===== config.mk =====
export PLATFORM = sky130hd
export DESIGN_NAME = i2c_cmd_fifo
export DESIGN_NICKNAME = d
export VERILOG_FILES = /design/src/i2c_pkg.sv /design/src/i2c_cmd_fifo.sv
export SDC_FILE = /design/constraint.sdc
export NUM_CORES = 1
export LEC_CHECK = 0
export ABC_AREA = 1
export BUFFER_PORTS_ARGS = -buffer_cell sky130_fd_sc_hd__buf_2
export CORE_UTILIZATION = 57
export DETAILED_ROUTE_END_ITERATION = 12
export GPL_ROUTABILITY_DRIVEN = 0
export PLACE_DENSITY_LB_ADDON = 0.08
export REMOVE_ABC_BUFFERS = 1
export SYNTH_ARGS = -nofsm -noshare
export SYNTH_HDL_FRONTEND = slang
export SYNTH_SLANG_ARGS = --single-unit
export TNS_END_PERCENT = 20

===== constraint.sdc =====
create_clock -name sys_clk -period 2.75 [get_ports sys_clk]
set_clock_uncertainty 0.05 [all_clocks]
set_input_delay 0.1375 -clock sys_clk [delete_from_list [all_inputs] [get_ports sys_clk]]
set_output_delay 0.1375 -clock sys_clk [all_outputs]
set_load 0.01 [all_outputs]

===== src/i2c_pkg.sv =====
//~~~~~~~~~~~~~~~~~~~~~~~~~~~~~~~~~~~~~~~
// i2c eeprom master shared definitions
// bus timing, command flags and state types
//~~~~~~~~~~~~~~~~~~~~~~~~~~~~~~~~~~~~~~~
`default_nettype none

package i2c_pkg;

	localparam int clk_freq = 25_000_000;                  // system clock in hz
	localparam int scl_freq = 250_000;                     // bus rate in hz
	localparam int scl_max = clk_freq / scl_freq;          // system cycles per bit
	localparam int scl_low_half = (scl_max * 1 / 4) - 1;   // sda changes here, scl is low
	localparam int scl_high_half = (scl_max * 3 / 4) - 1;  // sda is sampled here, scl is high

	// command flags are one-hot and get or-ed together into one entry
	localparam int cmd_w = 5;
	localparam logic [cmd_w-1:0] cmd_start = 5'b00001;
	localparam logic [cmd_w-1:0] cmd_write = 5'b00010;
	localparam logic [cmd_w-1:0] cmd_read = 5'b00100;
	localparam logic [cmd_w-1:0] cmd_stop = 5'b01000;
	localparam logic [cmd_w-1:0] cmd_nack = 5'b10000;  // send a not-acknowledge after a read

	localparam logic [6:0] dev_addr = 7'h50;  // eeprom with its address pins tied low
	localparam int fifo_depth = 4;             // one full read transfer fits

	typedef enum logic [2:0] {
		bus_idle,
		bus_start,
		bus_wr_data,
		bus_rd_data,
		bus_r_ack,
		bus_t_ack,
		bus_stop
	} bus_state_t;

	typedef enum logic [1:0] {ctrl_idle, ctrl_push, ctrl_wait_done} ctrl_state_t;

endpackage

`default_nettype wire


===== src/i2c_cmd_fifo.sv =====
//~~~~~~~~~~~~~~~~~~~~~~~~~~~~~~~~~~~~~~~
// i2c command buffer
// holds command entries and hands them to the byte engine one at a time
//~~~~~~~~~~~~~~~~~~~~~~~~~~~~~~~~~~~~~~~
`default_nettype none
`timescale 1ns/1ps

module i2c_cmd_fifo (
	input  wire                        sys_clk,
	input  wire                        sys_rst_n,
	input  wire                        push,
	input  wire  [i2c_pkg::cmd_w-1:0]  cmd_in,
	input  wire  [7:0]                 data_in,
	input  wire                        idle,
	output logic                       cmd_vld,
	output logic [i2c_pkg::cmd_w-1:0]  cmd,
	output logic [7:0]                 wr_data
);

	logic [i2c_pkg::cmd_w-1:0] cmd_mem [i2c_pkg::fifo_depth];
	logic [7:0] data_mem [i2c_pkg::fifo_depth];
	logic [$clog2(i2c_pkg::fifo_depth)-1:0] wr_ptr;
	logic [$clog2(i2c_pkg::fifo_depth)-1:0] rd_ptr;
	logic [$clog2(i2c_pkg::fifo_depth+1)-1:0] count;
	logic pop;

	// a pulse that went out last cycle is still in flight, the engine leaves idle only now
	assign pop = idle && (count != '0) && !cmd_vld;

	always_ff @(posedge sys_clk) begin
		if (push) begin
			cmd_mem[wr_ptr] <= cmd_in;
			data_mem[wr_ptr] <= data_in;
		end
		if (pop) begin
			cmd <= cmd_mem[rd_ptr];      // head entry goes out with the strobe
			wr_data <= data_mem[rd_ptr];
		end
	end

	always_ff @(posedge sys_clk or negedge sys_rst_n) begin
		if (!sys_rst_n) begin
			wr_ptr <= '0;
			rd_ptr <= '0;
			count <= '0;
			cmd_vld <= 1'b0;
		end else begin
			cmd_vld <= pop;
			if (push)
				wr_ptr <= wr_ptr + 1'b1;  // depth is a power of two so pointers wrap
			if (pop)
				rd_ptr <= rd_ptr + 1'b1;
			case ({push, pop})
				2'b10:   count <= count + 1'b1;
				2'b01:   count <= count - 1'b1;
				default: count <= count;
			endcase
		end
	end

endmodule

`default_nettype wire


After elaboration in Yosys (flattened, before gate mapping). Memories as Yosys holds them, arrays and structs flattened. A register that Yosys moved wholly into a read port is not among the register bits. Cells that the tools add are included. W data, S select, Z words.

Reduce and logical (&&, ||, !) cells: 5. Muxes and demuxes: 3. Equal/unequal tests: 2. Add/subtract/negate cells: 4.

Operator list (count): $pmux W3 S2 (1); $add A2 B1 Y2 const B (2); $add A3 B1 Y3 const B (1); $reduce_bool A3 Y1 (1); $sub A3 B1 Y3 const B (1); $eq A2 B1 Y1 const B (1); $eq A2 B2 Y1 const B (1); $logic_and A1 B1 Y1 (2); $mux W1 (2); $reduce_bool A2 Y1 (1); $logic_not A1 Y1 (1).

Register bits: 8. Memories kept: 2. Output and inout port bits: 14. Memory bits (writable): 52. Logic and storage cells: 20. Input bits: 17.

Memories: data_mem (words 4, bits a word 8, rd ports 1, clocked after Yosys merged registers in 1, write ports 1, line i2c_cmd_fifo.sv:21) `logic [7:0] data_mem [i2c_pkg::fifo_depth];`; cmd_mem (words 4, bits a word 5, rd ports 1, clocked after Yosys merged registers in 1, write ports 1, line i2c_cmd_fifo.sv:20) `logic [i2c_pkg::cmd_w-1:0] cmd_mem [i2c_pkg::fifo_depth];`.

Depth between registers and ports, before layout.
Depth after elaboration: 5. Depth in mapped cells: 12. Depth with buffers taken out: 12.

Worst setup path before layout. OpenSTA, ideal clock, no wires.

Kind: reg2reg. From: register count[0] (netlist bit). To: register count[2] (netlist bit). Library setup time: 0.117 ns. Data arrival time: 1.792 ns. Required time: 2.583 ns. Stages on the path, launching flop included: 12. Path slack: 0.791 ns. Clock period less this slack: 1.959 ns. Path buffers: 0. Cell sequence: dfrtp_1 > nor2_1 > nand2_1 > nand3_1 > inv_1 > ha_1 > inv_1 > fa_1 > nand2_1 > nand3_1 > nand2_1 > nand2_1.

Cells in the longest elaborated chain, start to end: 5. Elaborated cells between the ends (all ways): 9. Those cells by class: add/sub (2); eq/ne (2); mux (1); reduce/logical (4).

RTL lines: from (decl) (line i2c_cmd_fifo.sv:24) `logic [$clog2(i2c_pkg::fifo_depth+1)-1:0] count;`; from (signal assigned) (line i2c_cmd_fifo.sv:54) `2'b10: count <= count + 1'b1;`; from (signal assigned) (line i2c_cmd_fifo.sv:55) `2'b01: count <= count - 1'b1;`; from (signal assigned) (line i2c_cmd_fifo.sv:56) `default: count <= count;`; $reduce_bool A3 Y1 (*) (line i2c_cmd_fifo.sv:28) `assign pop = idle && (count != '0) && !cmd_vld;`; $logic_and A1 B1 Y1 (*) (2 in series) (line i2c_cmd_fifo.sv:28); named net pop (line i2c_cmd_fifo.sv:25) `logic pop;`; $eq A2 B1 Y1 or $eq A2 B2 Y1 (tied branches) (line i2c_cmd_fifo.sv:53) `case ({push, pop})`; $pmux W3 S2 or $reduce_bool A2 Y1 (tied branches).

The timed path passes the listed nets; every way through them passes the cells marked *. A chain may end at the register's enable or synchronous reset.

Worst setup path in the final report.
From: register count[1] (netlist bit). To: register count[1] (netlist bit).

Same word-level chain as after synthesis.

==> flow_metrics.env <==
export IMPL_status="completed"
export IMPL_tns_ns=0
export IMPL_whs_ns=0.03216
export IMPL_grt_total_usage_pct=20.68
export IMPL_slowest_delay_ns=0.43
export IMPL_fillers=347
export IMPL_hold_violations=0
export IMPL_min_period_ns=1.870
export IMPL_vdd_drop_max_mv=0.6198
export IMPL_worst_endpoint_required_ns=2.94
export IMPL_min_from="push"
export IMPL_num_antenna_cells=0
export IMPL_vias=1668
export IMPL_grt_ovfl_total=0
export IMPL_rsz0062_at_grt="false"
export IMPL_totalWireLength_mm=4.809
export IMPL_grt_pass1_vias=1616
export IMPL_place_ws_ns=0.8948
export IMPL_die_height_um=72.64
export IMPL_ys_seq_area_share_pct=75.67
export IMPL_syn2layout_area_growth_pct=16.54
export IMPL_critPathSlowestCell="fa_1"
export IMPL_fp_row_count=25
export IMPL_synthTopCellsByCount="edfxtp_1, nor2_1, o21ai_1"
export IMPL_worstMarginPinSlew_ns=0.7401
export IMPL_synth_area_leaders="edfxtp_1, dfrtp_1, o21ai_1, nor2_1, ha_1"
export IMPL_end_kind="register"
export IMPL_worst_setup_path_start_kind="register"
export IMPL_cts_tree="built"
export IMPL_yosysTopAreaCellShare_pct=68.63
export IMPL_detail_route_antenna_nets=0
export IMPL_clkLatencyLatePin_ns=0.33
export IMPL_criticalPathCategory="register to register"
export IMPL_max_freq_ghz=0.5347
export IMPL_synth_flop_cell="edfxtp_1"
export IMPL_path_clk_slew_ns=0.07
export IMPL_synth_avg_cell_area_sq_um=13.61
export IMPL_dieWidth_um=72.64
export IMPL_hp_class="input port to register"
export IMPL_io_pins=31
export IMPL_async_flop_share_pct=10.96
export IMPL_initial_core_util_pct=59.82
export IMPL_synth_area_leader_cell="edfxtp_1"
export IMPL_cts_resized=0
export IMPL_htree_levels=3
export IMPL_ys_warn_count=0
export IMPL_r2r_end="count[1]"
export IMPL_reg2reg_slack_ns=0.88
export IMPL_maxSlewViolCount=0
export IMPL_drive_gt1_share_pct=17.49
export IMPL_avgViaCountPerCell=5.055
export IMPL_fin_crit_sh_pct=68.01
export IMPL_ys_seq_elements=73
export IMPL_arrival_ns=2.06
export IMPL_crit_path_frequent_cell="inv_1"
export IMPL_drtPass1Iterations=4
export IMPL_synth_edf_count=65
export IMPL_design_core_area_sq_um=4755
export IMPL_numCtsBuffers=9
export IMPL_post_route_util_pct=69.71
export IMPL_drtIter0Drc=66
export IMPL_worst_hold_path_endpoint="wr_ptr[0]"
export IMPL_r2r_start="count[1]"
export IMPL_drv_cap=0
export IMPL_dpl_hpwl_mm=2.908
export IMPL_r2r_cells=8
export IMPL_grt_pass1_wl_mm=7.569
export IMPL_power_leakage_uw=0.001292
export IMPL_p_per_area_nw_per_um2=998.5
export IMPL_clockRootBuffer="clkbuf_8"
export IMPL_slew_headroom_pct=50.66
export IMPL_yosysUniqueCellTypes=19
export IMPL_io_buffers=30
export IMPL_clock_sinks=73
export IMPL_setup_viol=0
export IMPL_hold_depth=2
export IMPL_syn_cell_area_sq_um=2844
export IMPL_worst_slack_ns=0.8797
export IMPL_nNetsFinal=281
export IMPL_drc_errors=0
export IMPL_cts_buffer_depth=2
export IMPL_routedWlPerCell_um=14.57
export IMPL_antenna_found_initial=0
export IMPL_synth_most_common_cell="edfxtp_1"
export IMPL_die_area_sq_um=5276
export IMPL_cp_max_fo=4
export IMPL_grt_max_degree=29
export IMPL_path_cells="nor2_1 -> nand2_1 -> nand3_1 -> inv_1 -> ha_1 -> inv_1 -> fa_1 -> o21ai_0"
export IMPL_syn_inst=209
## per-layer routing
layer	global-route usage (%)	wire length [um]	vias to the layer above
li1	-	-	828
met3	5.525	129	10
met4	9.586	100	0
met1	25.22	2080	800
met2	34.68	2498	30
met5	0	0	-
## repair_timing
action,4_1_cts,5_1_grt
endpoints found under the setup margin,0,0
buffers inserted,0,0
hold endpoints to repair,60,0
hold buffers,14,0
## cells by family (layout without fill, tap and decap cells)
kind of cell | Yosys count | count (layout) | synth area share [%]
AO/OA/AOI/OAI | 41 | 41 | 7.215
XOR/XNOR | 2 | 2 | 0.6160
adder cells (fa/ha/maj) | 6 | 6 | 2.904
buffers and inverters | 25 | 79 | 5.015
flip-flops | 73 | 73 | 75.67
AND/OR/NAND/NOR | 62 | 62 | 8.579
## area by class of cell
class                           count  area, sq um  area share [%]
Tap cell                           67        83.83           2.529
Timing Repair Buffer               46        305.3           9.211
Inverter                           17        68.82           2.076
Clock buffer                       13        138.9           4.190
Clock inverter                      3        16.27          0.4908
Multi-Input combinational cell    111        549.3           16.57
Sequential cell                    73         2152           64.93
## layout by cell type (no fill, tap or decap), drive strengths merged, types with 3 or more instances in the layout
cell and instances:
ha 5, dfrtp 8, nand3 3, nor2 41, inv 18, edfxtp 65, o21ai 41, dlygate4sd3 14
nand2 15, nand4 3, buf 32, clkbuf 13
## per-stage QoR
stage / total power (uW) / std cells / area [sq um]
detailed placement: 2649 / 300 / 3019
finish: 3309 / 330 / 3314
floorplan: 2293 / 201 / 2770
global placement: 2573 / 300 / 3019
CTS: 3336 / 330 / 3314
global route: 3515 / 330 / 3314
## power by group
part | internal (uW) | switching, uW | total, uW
Clock | 327 | 355 | 682
Combinational | 320 | 608 | 928
Sequential | 1560 | 137 | 1700
Total | 2210 | 1100 | 3310
## registers in the layout, indices dropped and copies added, names as in the netlist
signal,flops
cmd_vld,1
rd_ptr,2
cmd,5
count,3
wr_data,8
data_mem,32
cmd_mem,20
wr_ptr,2
## worst max-delay path by stage
stage          slack (ns)        to      from
2_1_floorplan        0.79  count[2]  count[0]
3_3_place_gp         1.08  count[2]  count[0]
3_5_place_dp         0.89  count[1]  count[1]
4_1_cts              0.88  count[1]  count[1]
5_1_grt              0.75  count[1]  count[0]
6_report             0.88  count[1]  count[1]
## critical path, delay by kind of cell (launching register included)
family | cells | cell delay [ns]
AO/OA/AOI/OAI | 1 | 0.19
adder cells (fa/ha/maj) | 2 | 0.63
AND/OR/NAND/NOR | 3 | 0.34
buffers and inverters | 2 | 0.16
flip-flops | 1 | 0.40
Note: power is estimated with default switching activity, not from simulation.
