<file path="src/i2c_pkg.sv">
//~~~~~~~~~~~~~~~~~~~~~~~~~~~~~~~~~~~~~~~
// i2c eeprom master shared definitions
// bus timing, command flags and state types
//~~~~~~~~~~~~~~~~~~~~~~~~~~~~~~~~~~~~~~~
`default_nettype none

package i2c_pkg;

	localparam int clk_freq = 25_000_000;                  // system clock in hz
	localparam int scl_freq = 250_000;                     // bus rate in hz
	localparam int scl_max = clk_freq / scl_freq;          // system cycles per bit
	localparam int scl_low_half = (scl_max * 1 / 4) - 1;   // sda changes here, scl is low
	localparam int scl_high_half = (scl_max * 3 / 4) - 1;  // sda is sampled here, scl is high

	// command flags are one-hot and get or-ed together into one entry
	localparam int cmd_w = 5;
	localparam logic [cmd_w-1:0] cmd_start = 5'b00001;
	localparam logic [cmd_w-1:0] cmd_write = 5'b00010;
	localparam logic [cmd_w-1:0] cmd_read = 5'b00100;
	localparam logic [cmd_w-1:0] cmd_stop = 5'b01000;
	localparam logic [cmd_w-1:0] cmd_nack = 5'b10000;  // send a not-acknowledge after a read

	localparam logic [6:0] dev_addr = 7'h50;  // eeprom with its address pins tied low
	localparam int fifo_depth = 4;             // one full read transfer fits

	typedef enum logic [2:0] {
		bus_idle,
		bus_start,
		bus_wr_data,
		bus_rd_data,
		bus_r_ack,
		bus_t_ack,
		bus_stop
	} bus_state_t;

	typedef enum logic [1:0] {ctrl_idle, ctrl_push, ctrl_wait_done} ctrl_state_t;

endpackage

`default_nettype wire

</file>
<file path="src/eeprom_access_ctrl.sv">
//~~~~~~~~~~~~~~~~~~~~~~~~~~~~~~~~~~~~~~~
// eeprom request sequencer
// turns a single-byte read or write into bus command entries
//~~~~~~~~~~~~~~~~~~~~~~~~~~~~~~~~~~~~~~~
`default_nettype none
`timescale 1ns/1ps

module eeprom_access_ctrl (
	input  wire                        sys_clk,
	input  wire                        sys_rst_n,
	input  wire                        req,
	input  wire                        req_write,
	input  wire  [7:0]                 mem_addr,
	input  wire  [7:0]                 wr_data,
	input  wire                        done,
	input  wire                        rev_ack,
	output logic                       push,
	output logic [i2c_pkg::cmd_w-1:0]  cmd_in,
	output logic [7:0]                 data_in,
	output logic                       busy,
	output logic                       xfer_done,
	output logic                       ack_err
);

	i2c_pkg::ctrl_state_t state;
	logic write_r;
	logic [7:0] mem_addr_r;
	logic [7:0] wr_data_r;
	logic [1:0] entry_idx;
	logic [1:0] done_cnt;
	logic [1:0] last_idx;
	logic accept;

	assign accept = req && (state == i2c_pkg::ctrl_idle);  // requests while busy are dropped
	assign busy = (state != i2c_pkg::ctrl_idle);
	assign push = (state == i2c_pkg::ctrl_push);
	assign last_idx = write_r ? 2'd2 : 2'd3;  // three entries for a write, four for a read

	always_comb begin
		case (entry_idx)
			2'd0: begin
				cmd_in = i2c_pkg::cmd_start | i2c_pkg::cmd_write;
				data_in = {i2c_pkg::dev_addr, 1'b0};
			end
			2'd1: begin
				cmd_in = i2c_pkg::cmd_write;
				data_in = mem_addr_r;
			end
			2'd2: begin
				if (write_r) begin
					cmd_in = i2c_pkg::cmd_write | i2c_pkg::cmd_stop;
					data_in = wr_data_r;
				end else begin
					cmd_in = i2c_pkg::cmd_start | i2c_pkg::cmd_write;  // repeated start
					data_in = {i2c_pkg::dev_addr, 1'b1};
				end
			end
			default: begin
				cmd_in = i2c_pkg::cmd_read | i2c_pkg::cmd_nack | i2c_pkg::cmd_stop;
				data_in = 8'h00;
			end
		endcase
	end

	always_ff @(posedge sys_clk) begin
		if (accept) begin
			mem_addr_r <= mem_addr;
			wr_data_r <= wr_data;
		end
	end

	always_ff @(posedge sys_clk or negedge sys_rst_n) begin
		if (!sys_rst_n) begin
			state <= i2c_pkg::ctrl_idle;
			write_r <= 1'b0;
			entry_idx <= '0;
			done_cnt <= '0;
			xfer_done <= 1'b0;
			ack_err <= 1'b0;
		end else begin
			xfer_done <= 1'b0;
			case (state)
				i2c_pkg::ctrl_idle: begin
					if (accept) begin
						write_r <= req_write;
						entry_idx <= '0;
						done_cnt <= '0;
						ack_err <= 1'b0;
						state <= i2c_pkg::ctrl_push;
					end
				end
				i2c_pkg::ctrl_push: begin
					entry_idx <= entry_idx + 1'b1;
					if (entry_idx == last_idx)
						state <= i2c_pkg::ctrl_wait_done;
				end
				i2c_pkg::ctrl_wait_done: begin
					if (xfer_done)
						state <= i2c_pkg::ctrl_idle;  // busy drops after the done cycle
				end
				default: state <= i2c_pkg::ctrl_idle;
			endcase
			if (busy && done) begin
				ack_err <= ack_err | rev_ack;  // high rev_ack means the slave did not ack
				done_cnt <= done_cnt + 1'b1;
				if (done_cnt == last_idx)
					xfer_done <= 1'b1;
			end
		end
	end

endmodule

`default_nettype wire

</file>
<file path="config.mk">
export PLATFORM = sky130hd
export DESIGN_NAME = eeprom_access_ctrl
export DESIGN_NICKNAME = d
export VERILOG_FILES = /design/src/i2c_pkg.sv /design/src/eeprom_access_ctrl.sv
export SDC_FILE = /design/constraint.sdc
export NUM_CORES = 1
export LEC_CHECK = 0
export ABC_AREA = 1
export BUFFER_PORTS_ARGS = -buffer_cell sky130_fd_sc_hd__buf_2
export CAP_MARGIN = 20
export CORE_ASPECT_RATIO = 1.25
export CORE_MARGIN = 4
export CORE_UTILIZATION = 40
export CTS_CLUSTER_DIAMETER = 30
export DETAILED_ROUTE_END_ITERATION = 12
export PLACE_DENSITY = 0.66
export SLEW_MARGIN = 15
export SYNTH_ARGS = -nofsm -noshare
export SYNTH_HDL_FRONTEND = slang
export SYNTH_SLANG_ARGS = --single-unit
</file>
<file path="constraint.sdc">
create_clock -name sys_clk -period 3.68 [get_ports sys_clk]
set_input_delay 0.368 -clock sys_clk [delete_from_list [all_inputs] [get_ports sys_clk]]
set_output_delay 0.368 -clock sys_clk [all_outputs]
set_load 0.005 [all_outputs]
</file>
# Word-level counts from Yosys, hierarchy flattened
# Index checks and enable logic that the tools add are counted.
dict set report totals {
  out_inout_bits 17
  ff_bits 25
  wordCells 50
  input_bits 22
}
dict set report classes {
  n_reduce_logical 12
  mux 18
  n_eq_ne 9
  n_addsub 2
  bitwise 1
}
# cell count
set op_table {}
lappend op_table {{8-bit one-hot mux with 3 select lines} 1}
lappend op_table {{5-bit one-hot mux with 3 select lines} 1}
lappend op_table {{2-bit two-way mux} 6}
lappend op_table {{8-bit two-way mux} 1}
lappend op_table {{2-bit nonzero test} 4}
lappend op_table {{1-bit two-way mux} 6}
lappend op_table {{2-bit one-hot mux with 3 select lines} 1}
lappend op_table {{2-bit AND reduction} 3}
lappend op_table {{2-bit by 1-bit adder with 2-bit output (second input constant)} 2}
lappend op_table {{2-bit by 1-bit == test with 1-bit output (second input constant)} 2}
lappend op_table {{2-bit == test} 2}
lappend op_table {{2-bit == test (second input constant)} 2}
lappend op_table {{2-bit zero test} 2}
lappend op_table {{4-bit two-way mux} 1}
lappend op_table {{2-bit inequality test (second input constant)} 2}
lappend op_table {{2-bit one-hot mux with 2 select lines} 1}
lappend op_table {{3-bit AND reduction} 1}
lappend op_table {{1-bit logical AND} 2}
lappend op_table {{2-bit by 1-bit inequality test with 1-bit output (second input constant)} 1}
lappend op_table {{1-bit bitwise OR} 1}

# Depth between registers and ports, before layout
# Gate-level depths: netlist (run 1).
dict set report depth {
  ltp_word 5
  ltp_mapped 7
  depth_no_buf 6
}

# Worst setup path before layout (run 1)
# OpenSTA, ideal clock, no wires.
dict set report synth_timing {
  path_type {register to output}
  start {reg entry_idx[0]}
  end {out data_in[1]}
  arrival_ns 1.034
  stages_incl_launch_ff 7
  path_slack_ns 2.278
  required_time_ns 3.312
  n_path_buf 0
  cell_sequence {dfrtp_1 > inv_1 > ha_1 > nand2_2 > inv_2 > nand2_1 > a21oi_1}
}
dict set report synth_between {
  elab_chain_len 2
  word_cells_on_any_way 4
  cone_classes {eq/ne (2); mux (1); reduce/logical (1)}
}
# item line
set synth_lines {}
lappend synth_lines {{start, declared} eeprom_access_ctrl.sv:29} ;# logic [1:0] entry_idx;
lappend synth_lines {{start signal, assigned} eeprom_access_ctrl.sv:93} ;# entry_idx <= entry_idx + 1'b1;
lappend synth_lines {{2-bit == test, or another cell as far along} eeprom_access_ctrl.sv:40} ;# case (entry_idx)
lappend synth_lines {{8-bit one-hot mux with 3 select lines (*)} eeprom_access_ctrl.sv:40}
lappend synth_lines {{end, declared} eeprom_access_ctrl.sv:19} ;# output logic [7:0] data_in,
# Every way passes the cells marked *; elsewhere a longest branch is shown, timed or not.

# Worst setup path in the final report (run 1)
dict set report layout_timing {
  start {reg entry_idx[1]}
  end {out data_in[0]}
}
# Same word-level chain as after synthesis.

==> key figures, run 1 <==
GRT
  – M1 GR Usage: 15.2%
  – Total global routing track utilization: 13.2%
  – Wire length of the first global-routing pass: 3890 um
  – Via count of the first global-routing pass: 911
  – Maximum number of pins on one net before global-route repair: 18
  – Met3 demand-to-capacity share in global routing: 2.45%
  – Number of antenna violations at the first check in global routing: 0
  – Global route hottest layer: met2
  – GR Overflow Total: 0
  – Met2 capacity usage during global routing: 23.2%

Finish
  – Final net count: 189
  – Fill cell total of the finished layout: 267
  – Number of antenna repair diodes: 0
  – Layout-stage area growth over the synthesis result: 21.7%
  – Fraction of layout instances using a drive strength above 1: 32.9%

Floorplan
  – Die extent in y: 68.0 um
  – Number of rows in the core area: 21
  – Chip width: 56.0 um
  – Area of the die: 3810 um2
  – Effective utilization at floorplan: 42.2%
  – Area of the core: 2730 um2
  – IO Pins: 39

Logic synthesis
  – Register area share after synthesis: 61.2%
  – Post-synth top area cell: sky130_fd_sc_hd__edfxtp_1
  – Synthesis-stage register bit count: 25
  – Synth warn: 0
  – Post-Synthesis Cell Area: 1150 um2
  – Leading register cell type out of synthesis: sky130_fd_sc_hd__edfxtp_1
  – Synth top area share: 41.6%
  – Top post-synthesis cells by count: sky130_fd_sc_hd__nand2_1 (50), sky130_fd_sc_hd__edfxtp_1 (16), sky130_fd_sc_hd__dfrtp_1 (9), sky130_fd_sc_hd__inv_1 (8), sky130_fd_sc_hd__a21oi_1 (7)
  – Cell count after synthesis: 121
  – Count of different cell masters after synthesis: 16
  – Post-synthesis area per instance: 9.53 um2
  – Most repeated cell in the gate-level netlist after synthesis: sky130_fd_sc_hd__nand2_1
  – Top cells by area, synth: sky130_fd_sc_hd__edfxtp_1 (42%), sky130_fd_sc_hd__dfrtp_1 (20%), sky130_fd_sc_hd__nand2_1 (16%)
  – Net count of the mapped netlist: 148
  – Async set-or-reset flop fraction in the synthesized netlist: 36.0%
  – EDFF count, synth: 16

Clock tree
  – H-tree Lvls: 1
  – Clock tree from TritonCTS: built
  – Master cell of the clock root buffer: sky130_fd_sc_hd__clkbuf_4
  – Post-CTS Hold Buffers: 1
  – Sinks on Clock Net: 25
  – Deepest clock path buffer count: 2
  – Clk_lat worst skew: 0.31 ns
  – Number of gates given a new drive strength after cts: 0
  – Post-CTS repair timing setup buffer count: 0
  – Inserted Clock Buffers: 3
  – Clock slew seen by the registers of the worst setup and hold paths: 0.13 ns

Worst setup path
  – Element type at the critical path start: register
  – Register-to-register path setup slack: 2.33 ns
  – Cell-by-cell listing of the critical path: inv_1, ha_1, nand2_1, a21oi_1, buf_2
  – Biggest cell delay along the critical path: 0.48 ns
  – Crit path required time: 3.31 ns
  – Startpoint-to-endpoint class of the critical path: register to output port
  – Endpoint class of the critical path: output port
  – Worst path buffer plus inverter count: 2
  – Critical-path maximum fanout: 8
  – Arrival time reported for the critical path endpoint: 1.66 ns
  – CP delay by family, top: flip-flops
  – Master of the slowest instance on the critical path: sky130_fd_sc_hd__dfrtp_1

Min path
  – Class of the tightest hold or removal check: input pin to register

Timing
  – Hold violation count in the final report: 0
  – Final clock period utilization by the worst path: 55.0%
  – Measured slew at the worst slew-check pin: 0.347 ns
  – Peak Freq: 494 MHz
  – Unrepaired setup endpoints after global routing: false
  – Total of endpoints with negative setup slack in the final report: 0
  – Slew Limit Headroom: 76.8%
  – Aggregate negative setup slack: 0 ns
  – Post-Route Hold Slack: 0.225 ns
  – Final slew viol count: 0
  – Final Critical Period: 2.02 ns
  – Skew final: 0.00147 ns

Route
  – Via-per-instance ratio: 4.58
  – Detailed-route wire length: 2320 um
  – Antenna-violating nets left: 0
  – Routed WL per cell: 11.9 um
  – Number of DRC violations after detailed routing: 0
  – Violation count after the first detailed-route iteration: 26
  – Vias after detailed routing: 893
  – First-pass DRT Iterations: 4

Placed design
  – Number of port buffers: 38
  – Final GP Congestion: 0.844
  – HPWL after detailed placement: 1860 um

Run
  – Reported max-cap violation count: 0

Power and ir drop
  – Leakage component of the power: 0.715 nW
  – Total power draw: 0.00103 W
  – Worst vdd rail ir drop: 408 uV
  – Cell area power density: 734 nW/um2

Outcome
  – Run status: finished, final reports clean
## per-stage QoR
step                cells  area [um2]  setup slack [ns]  util [%]
finish                195        1400              1.66      51.4
global route          195        1400              1.48      51.4
CTS                   195        1400              1.62      51.4
detailed placement    190        1370              2.01      50.0
global placement      190        1370              2.05      50.0
floorplan             121        1150              2.28         -
## cells by family after synthesis
| kind of cell | count (synthesis) | synth area share (%) |
|---|---|---|
| AO/OA/AOI/OAI | 9 | 4.23 |
| adder cells (fa/ha/maj) | 5 | 5.42 |
| buffers and inverters | 17 | 6.29 |
| flip-flops | 25 | 61.2 |
| AND/OR/NAND/NOR | 65 | 22.9 |
## layout by cell type, fill, tap and decap left out, types with 2 or more instances in the layout
cell / instances
sky130_fd_sc_hd__inv_1: 8
sky130_fd_sc_hd__dfrtp_1: 9
sky130_fd_sc_hd__nor2_2: 2
sky130_fd_sc_hd__nand3_1: 5
sky130_fd_sc_hd__ha_1: 5
sky130_fd_sc_hd__buf_2: 38
sky130_fd_sc_hd__nand2_2: 2
sky130_fd_sc_hd__nor2_1: 5
sky130_fd_sc_hd__clkbuf_4: 3
sky130_fd_sc_hd__a21oi_1: 7
sky130_fd_sc_hd__edfxtp_1: 16
sky130_fd_sc_hd__nand2_1: 50
sky130_fd_sc_hd__inv_2: 6
## layout make-up
class,count,area [um2],area share [%]
clock buffers,3,22.5,1.60
clock inverters,1,5.00,0.357
inverters,14,52.6,3.74
multi-input cells,79,375,26.7
flip-flops and latches,25,706,50.3
well taps,34,42.5,3.03
repair buffers,39,200,14.3
## path summary, 6_finish.rpt
path | to | start | cells after the start
worst max register to register | mem_addr_r[5] | state[1] | 3
min in group asynchronous | state[1] | sys_rst_n | 2
worst min register to register | ack_err | ack_err | 2
worst max-delay path | data_in[0] | entry_idx[1] | 5
max in group asynchronous | entry_idx[0] | sys_rst_n | 2
worst min-delay path | mem_addr_r[4] | mem_addr[4] | 1
## routing by layer
metal / wire (um) / vias to the layer above
met1: 978 / 405
met4: 21 / 0
li1: - / 463
met2: 1200 / 23
met5: 0 / -
met3: 118 / 2
## flip-flops by register name, indices dropped and copies added, names as in the netlist
register,cells
ack_err,1
done_cnt,2
entry_idx,2
mem_addr_r,8
state,2
wr_data_r,8
write_r,1
xfer_done,1
## report_power, final
part | internal (W) | switching [W] | total, W | leakage, nW
clock | 0.0000406 | 0.0000766 | 0.000117 | 0.0177
sequential | 0.000394 | 0.0000698 | 0.000464 | 0.263
combinational | 0.000182 | 0.000268 | 0.000450 | 0.435
total | 0.000616 | 0.000414 | 0.00103 | 0.715
Note: power is estimated with default switching activity, not from simulation.
==> inputs of run 2 (changes only) <==
--- a/config.mk
+++ b/config.mk
@@ -5,7 +5,7 @@
 export SDC_FILE = /design/constraint.sdc
 export NUM_CORES = 1
 export LEC_CHECK = 0
-export ABC_AREA = 1
+export ABC_AREA = 0
 export BUFFER_PORTS_ARGS = -buffer_cell sky130_fd_sc_hd__buf_2
 export CAP_MARGIN = 20
 export CORE_ASPECT_RATIO = 1.25
@@ -13,7 +13,7 @@
 export CORE_UTILIZATION = 40
 export CTS_CLUSTER_DIAMETER = 30
 export DETAILED_ROUTE_END_ITERATION = 12
-export PLACE_DENSITY = 0.66
+export PLACE_DENSITY = 0.67
 export SLEW_MARGIN = 15
 export SYNTH_ARGS = -nofsm -noshare
 export SYNTH_HDL_FRONTEND = slang
==> constraint.sdc (replaced) <==
create_clock -name sys_clk -period 2 [get_ports sys_clk]
set_input_delay 0.2 -clock sys_clk [delete_from_list [all_inputs] [get_ports sys_clk]]
set_output_delay 0.2 -clock sys_clk [all_outputs]
set_load 0.005 [all_outputs]
==> run 2 against run 1 <==
Setup slack lost 1.5 ns. Critical path depth rose by 1. Sequential cell count stayed put. Largest cell class unchanged. Synthesized cell count is 31% lower. Die area decreased by 5.0%.
==> key figures, run 2 <==
Worst setup path
  – Endpoint class of the critical path: output port (unchanged)
  – Element type at the critical path start: register (unchanged)
  – Endpoint of the worst-slack reg-to-reg timing path: wr_data_r[5] (was mem_addr_r[5])
  – Arrival time reported for the critical path endpoint: 1.62 ns (was 1.66 ns)
  – Critical-path maximum fanout: 6 (was 8)
  – R2R depth: 3 (unchanged)
  – Crit path required time: 1.80 ns (was 3.31 ns)
  – Worst reg2reg startpoint: state[1] (unchanged)
  – Startpoint-to-endpoint class of the critical path: register to output port (unchanged)
  – Register-to-register path setup slack: 0.54 ns (was 2.33 ns)

Min path
  – Number of stages on the worst hold path: 1 (unchanged)
  – Hold path start: wr_data[3] (was mem_addr[4])
  – Class of the tightest hold or removal check: input pin to register (unchanged)
  – Worst Hold End: wr_data_r[3] (was mem_addr_r[4])

Route
  – Routed WL per cell: 14.0 um (was 11.9 um)
  – Antenna-violating nets left: 0 (unchanged)
  – Number of DRC violations after detailed routing: 0 (unchanged)
  – Violation count after the first detailed-route iteration: 23 (was 26)
  – Vias after detailed routing: 797 (was 893)
  – Via-per-instance ratio: 5.04 (was 4.58)
  – First-pass DRT Iterations: 4 (unchanged)
  – Detailed-route wire length: 2220 um (was 2320 um)

Power and ir drop
  – Switch Pwr: 0.000660 W (was 0.000414 W)
  – Worst vdd rail ir drop: 609 uV (was 408 uV)
  – Switching Fraction: 36.4% (was 40.2%)
  – Part of the power in the clock network: 12.0% (was 11.4%)
  – Cell-internal power: 0.00115 W (was 0.000616 W)
  – Leakage component of the power: 0.610 nW (was 0.715 nW)
  – Cell area power density: 1340 nW/um2 (was 734 nW/um2)
  – Total power draw: 0.00181 W (was 0.00103 W)
  – Combinational share of power: 42.3% (was 43.6%)
  – Sequential share of power: 45.7% (was 45.0%)

Clock tree
  – H-tree Lvls: 1 (unchanged)
  – Inserted Clock Buffers: 3 (unchanged)
  – Deepest clock path buffer count: 2 (unchanged)
  – Master cell of the clock root buffer: sky130_fd_sc_hd__clkbuf_4 (unchanged)
  – Clock tree from TritonCTS: built (unchanged)
  – Clock slew seen by the registers of the worst setup and hold paths: 0.13 ns (about the same)
  – Sinks on Clock Net: 25 (unchanged)
  – Post-CTS repair timing setup buffer count: 0 (unchanged)
  – Clk_lat worst skew: 0.31 ns (about the same)

Logic synthesis
  – Synth warn: 0 (unchanged)
  – Top post-synthesis cells by count: sky130_fd_sc_hd__edfxtp_1 (16), sky130_fd_sc_hd__dfrtp_1 (9), sky130_fd_sc_hd__nor2_1 (8), sky130_fd_sc_hd__a22oi_1 (7), sky130_fd_sc_hd__inv_1 (6) (was sky130_fd_sc_hd__nand2_1 (50), sky130_fd_sc_hd__edfxtp_1 (16), sky130_fd_sc_hd__dfrtp_1 (9), sky130_fd_sc_hd__inv_1 (8), sky130_fd_sc_hd__a21oi_1 (7))
  – Register area share after synthesis: 64.9% (was 61.2%)
  – Post-synth top area cell: sky130_fd_sc_hd__edfxtp_1 (unchanged)
  – Adder and majority cell fraction of the synthesized area: 5.75% (was 5.42%)
  – Xor/xnor share of the synthesized area: 2.42% (was 0%)
  – Mux contribution to synthesized area: 1.04% (was 0%)
  – Count of different cell masters after synthesis: 30 (was 16)
  – Compound-Gate Fraction of Synth Area: 13.3% (was 4.23%)
  – Post-synthesis area per instance: 12.9 um2 (was 9.53 um2)
  – Post-Synthesis Cell Area: 1090 um2 (was 1150 um2)
  – Synth top area share: 44.2% (was 41.6%)
  – Top cells by area, synth: sky130_fd_sc_hd__edfxtp_1 (44%), sky130_fd_sc_hd__dfrtp_1 (21%), sky130_fd_sc_hd__ha_1 (5.8%) (was sky130_fd_sc_hd__edfxtp_1 (42%), sky130_fd_sc_hd__dfrtp_1 (20%), sky130_fd_sc_hd__nand2_1 (16%))
  – EDFF count, synth: 16 (unchanged)
  – Cell count after synthesis: 84 (was 121)
  – Async set-or-reset flop fraction in the synthesized netlist: 36.0% (unchanged)
  – Area share of and/or/nand/nor cells after synthesis: 8.63% (was 22.9%)
  – Leading register cell type out of synthesis: sky130_fd_sc_hd__edfxtp_1 (unchanged)
  – Most repeated cell in the gate-level netlist after synthesis: sky130_fd_sc_hd__edfxtp_1 (was sky130_fd_sc_hd__nand2_1)
  – Net count of the mapped netlist: 111 (was 148)
  – Dominant combinational cell family by area after synthesis: compound AO/OA/AOI/OAI gates (was simple AND/OR/NAND/NOR gates)
  – Synthesis-stage register bit count: 25 (unchanged)

Placed design
  – Final GP Congestion: 0.733 (was 0.844)
  – HPWL after detailed placement: 1670 um (was 1860 um)
  – Number of port buffers: 38 (unchanged)
  – Area of placed instances: 1310 um2 (was 1370 um2)
  – Post-Place Worst Slack: 0.485 ns (was 2.01 ns)

Timing
  – Slew Limit Headroom: 71.5% (was 76.8%)
  – Final setup slack of the worst path: 0.180 ns (was 1.66 ns)
  – Final Critical Period: 1.82 ns
  – Final slew viol count: 0 (unchanged)
  – Total of endpoints with negative setup slack in the final report: 0 (unchanged)
  – Skew final: 0.00400 ns (was 0.00147 ns)
  – Measured slew at the worst slew-check pin: 0.427 ns (was 0.347 ns)
  – Aggregate negative setup slack: 0 ns (unchanged)
  – Peak Freq: 549 MHz
  – Unrepaired setup endpoints after global routing: false (unchanged)
  – Hold violation count in the final report: 0 (unchanged)
  – Post-Route Hold Slack: 0.0532 ns (was 0.225 ns)
  – Final clock period utilization by the worst path: 91.0%

Run
  – Reported max-cap violation count: 0 (unchanged)

Finish
  – Fraction of layout instances using a drive strength above 1: 40.0% (was 32.9%)
  – Area of combinational cells with multiple inputs: 343 um2 (was 375 um2)
  – Layout-stage area growth over the synthesis result: 24.4% (was 21.7%)
  – Sequential cell area in the final layout: 707 um2 (was 706 um2)
  – Fill cell total of the finished layout: 232 (was 267)
  – Leading cell type in the layout, fill and taps excluded: sky130_fd_sc_hd__buf_2 (was sky130_fd_sc_hd__nand2_1)
  – Post-route cell area: 1350 um2 (was 1400 um2)
  – Commonest non-fill, non-tap cells in the layout: sky130_fd_sc_hd__buf_2 (38), sky130_fd_sc_hd__edfxtp_1 (16), sky130_fd_sc_hd__nor2_1 (8), sky130_fd_sc_hd__dfrtp_1 (8), sky130_fd_sc_hd__a22oi_1 (7) (was sky130_fd_sc_hd__nand2_1 (50), sky130_fd_sc_hd__buf_2 (38), sky130_fd_sc_hd__edfxtp_1 (16))
  – Largest registers ranked by flip-flop count: mem_addr_r: 8 flops, wr_data_r: 8 flops (unchanged)
  – Number of antenna repair diodes: 0 (unchanged)
  – Final net count: 153 (was 189)

Floorplan
  – Number of rows in the core area: 20 (was 21)
  – Effective utilization at floorplan: 43.0% (was 42.2%)
  – Area of the core: 2530 um2 (was 2730 um2)
  – Chip width: 54.6 um (was 56.0 um)
  – Die extent in y: 66.3 um (was 68.0 um)
  – Area of the die: 3620 um2 (was 3810 um2)
  – IO Pins: 39 (unchanged)

GRT
  – Number of antenna violations at the first check in global routing: 0 (unchanged)
  – Via count of the first global-routing pass: 766 (was 911)
  – Wire length of the first global-routing pass: 3460 um (was 3890 um)
  – Total global routing track utilization: 13.3% (was 13.2%)
  – GR Overflow Total: 0 (unchanged)
  – Maximum number of pins on one net before global-route repair: 18 (unchanged)

Outcome
  – Run status: finished, final reports clean (unchanged)
[run 2: cell count changes in the layout (fill, tap and decap cells not counted), moves of 3 or more]
cell | before | now
sky130_fd_sc_hd__inv_2 | 6 | 1
sky130_fd_sc_hd__a22oi_1 | 0 | 7
sky130_fd_sc_hd__nor2_1 | 5 | 8
sky130_fd_sc_hd__nand2_1 | 50 | 2
sky130_fd_sc_hd__nand3_1 | 5 | 2
[run 2: per-stage QoR]
| stage | utilization (%) | instances |
|---|---|---|
| after detailed placement | 51.8 | 153 |
| final | 53.5 | 158 |
| after floorplan | - | 84 |
| after CTS | 53.3 | 158 |
| after global placement | 51.8 | 153 |
| after global routing | 53.5 | 158 |
[run 2: layer usage]
metal,global-route usage (%),share of wire [%]
met5,0,0
met4,4.67,0.63
met3,2.93,5.8
met2,21.2,53
met1,17.4,41
[run 2: cells by family after synthesis]
family | Yosys count
compound gates | 22
xor+xnor | 3
fa+ha+maj | 5
buf+inv | 10
flops | 25
mux | 1
simple gates | 18
[run 2: how the worst max path moves through the flow]
| stage | endpoint | slack, ns | cells past startpoint | from |
|---|---|---|---|---|
| 2_1_floorplan | mem_addr_r[0] | 0.48 | 2 | state[1] |
| 3_3_place_gp | data_in[6] | 0.54 | 6 | entry_idx[0] |
| 3_5_place_dp | data_in[6] | 0.48 | 6 | entry_idx[0] |
| 4_1_cts | data_in[6] | 0.11 | 6 | entry_idx[0] |
| 5_1_grt | data_in[2] | 0.04 | 6 | entry_idx[0] |
| 6_report | data_in[1] | 0.18 | 6 | entry_idx[0] |
[run 2: timing repair]
| action | 4_1_cts | 5_1_grt |
|---|---|---|
| setup endpoints to repair | 0 | 6 |
| resized for setup | 0 | 3 |
| hold buffers | 1 | 0 |
| endpoints found under the hold margin | 9 | 0 |
[run 2: cell type report]
cell class | count | share of cell area, %
flip-flops and latches | 25 | 52.3
multi-input cells | 49 | 25.3
repair buffers | 40 | 15.4
well taps | 33 | 3.05
inverters | 7 | 1.94
clock buffers | 3 | 1.67
clock inverters | 1 | 0.370
[run 2: critical path, stage by stage (launching register included)]
cell                      delay [ns]
sky130_fd_sc_hd__dfrtp_2        0.43
sky130_fd_sc_hd__inv_1          0.09
sky130_fd_sc_hd__ha_1           0.21
sky130_fd_sc_hd__and2_2         0.21
sky130_fd_sc_hd__a22oi_1        0.17
sky130_fd_sc_hd__nor2_1         0.06
sky130_fd_sc_hd__buf_2          0.14
[run 2: power groups by stage]
stage	Sequential, W	Combinational [W]	Clock (W)
after global placement	0.000833	0.000749	0
after floorplan	0.000807	0.000490	0
after CTS	0.000826	0.000774	0.000233
final	0.000828	0.000767	0.000218
after global routing	0.000852	0.000873	0.000252
after detailed placement	0.000840	0.000768	0
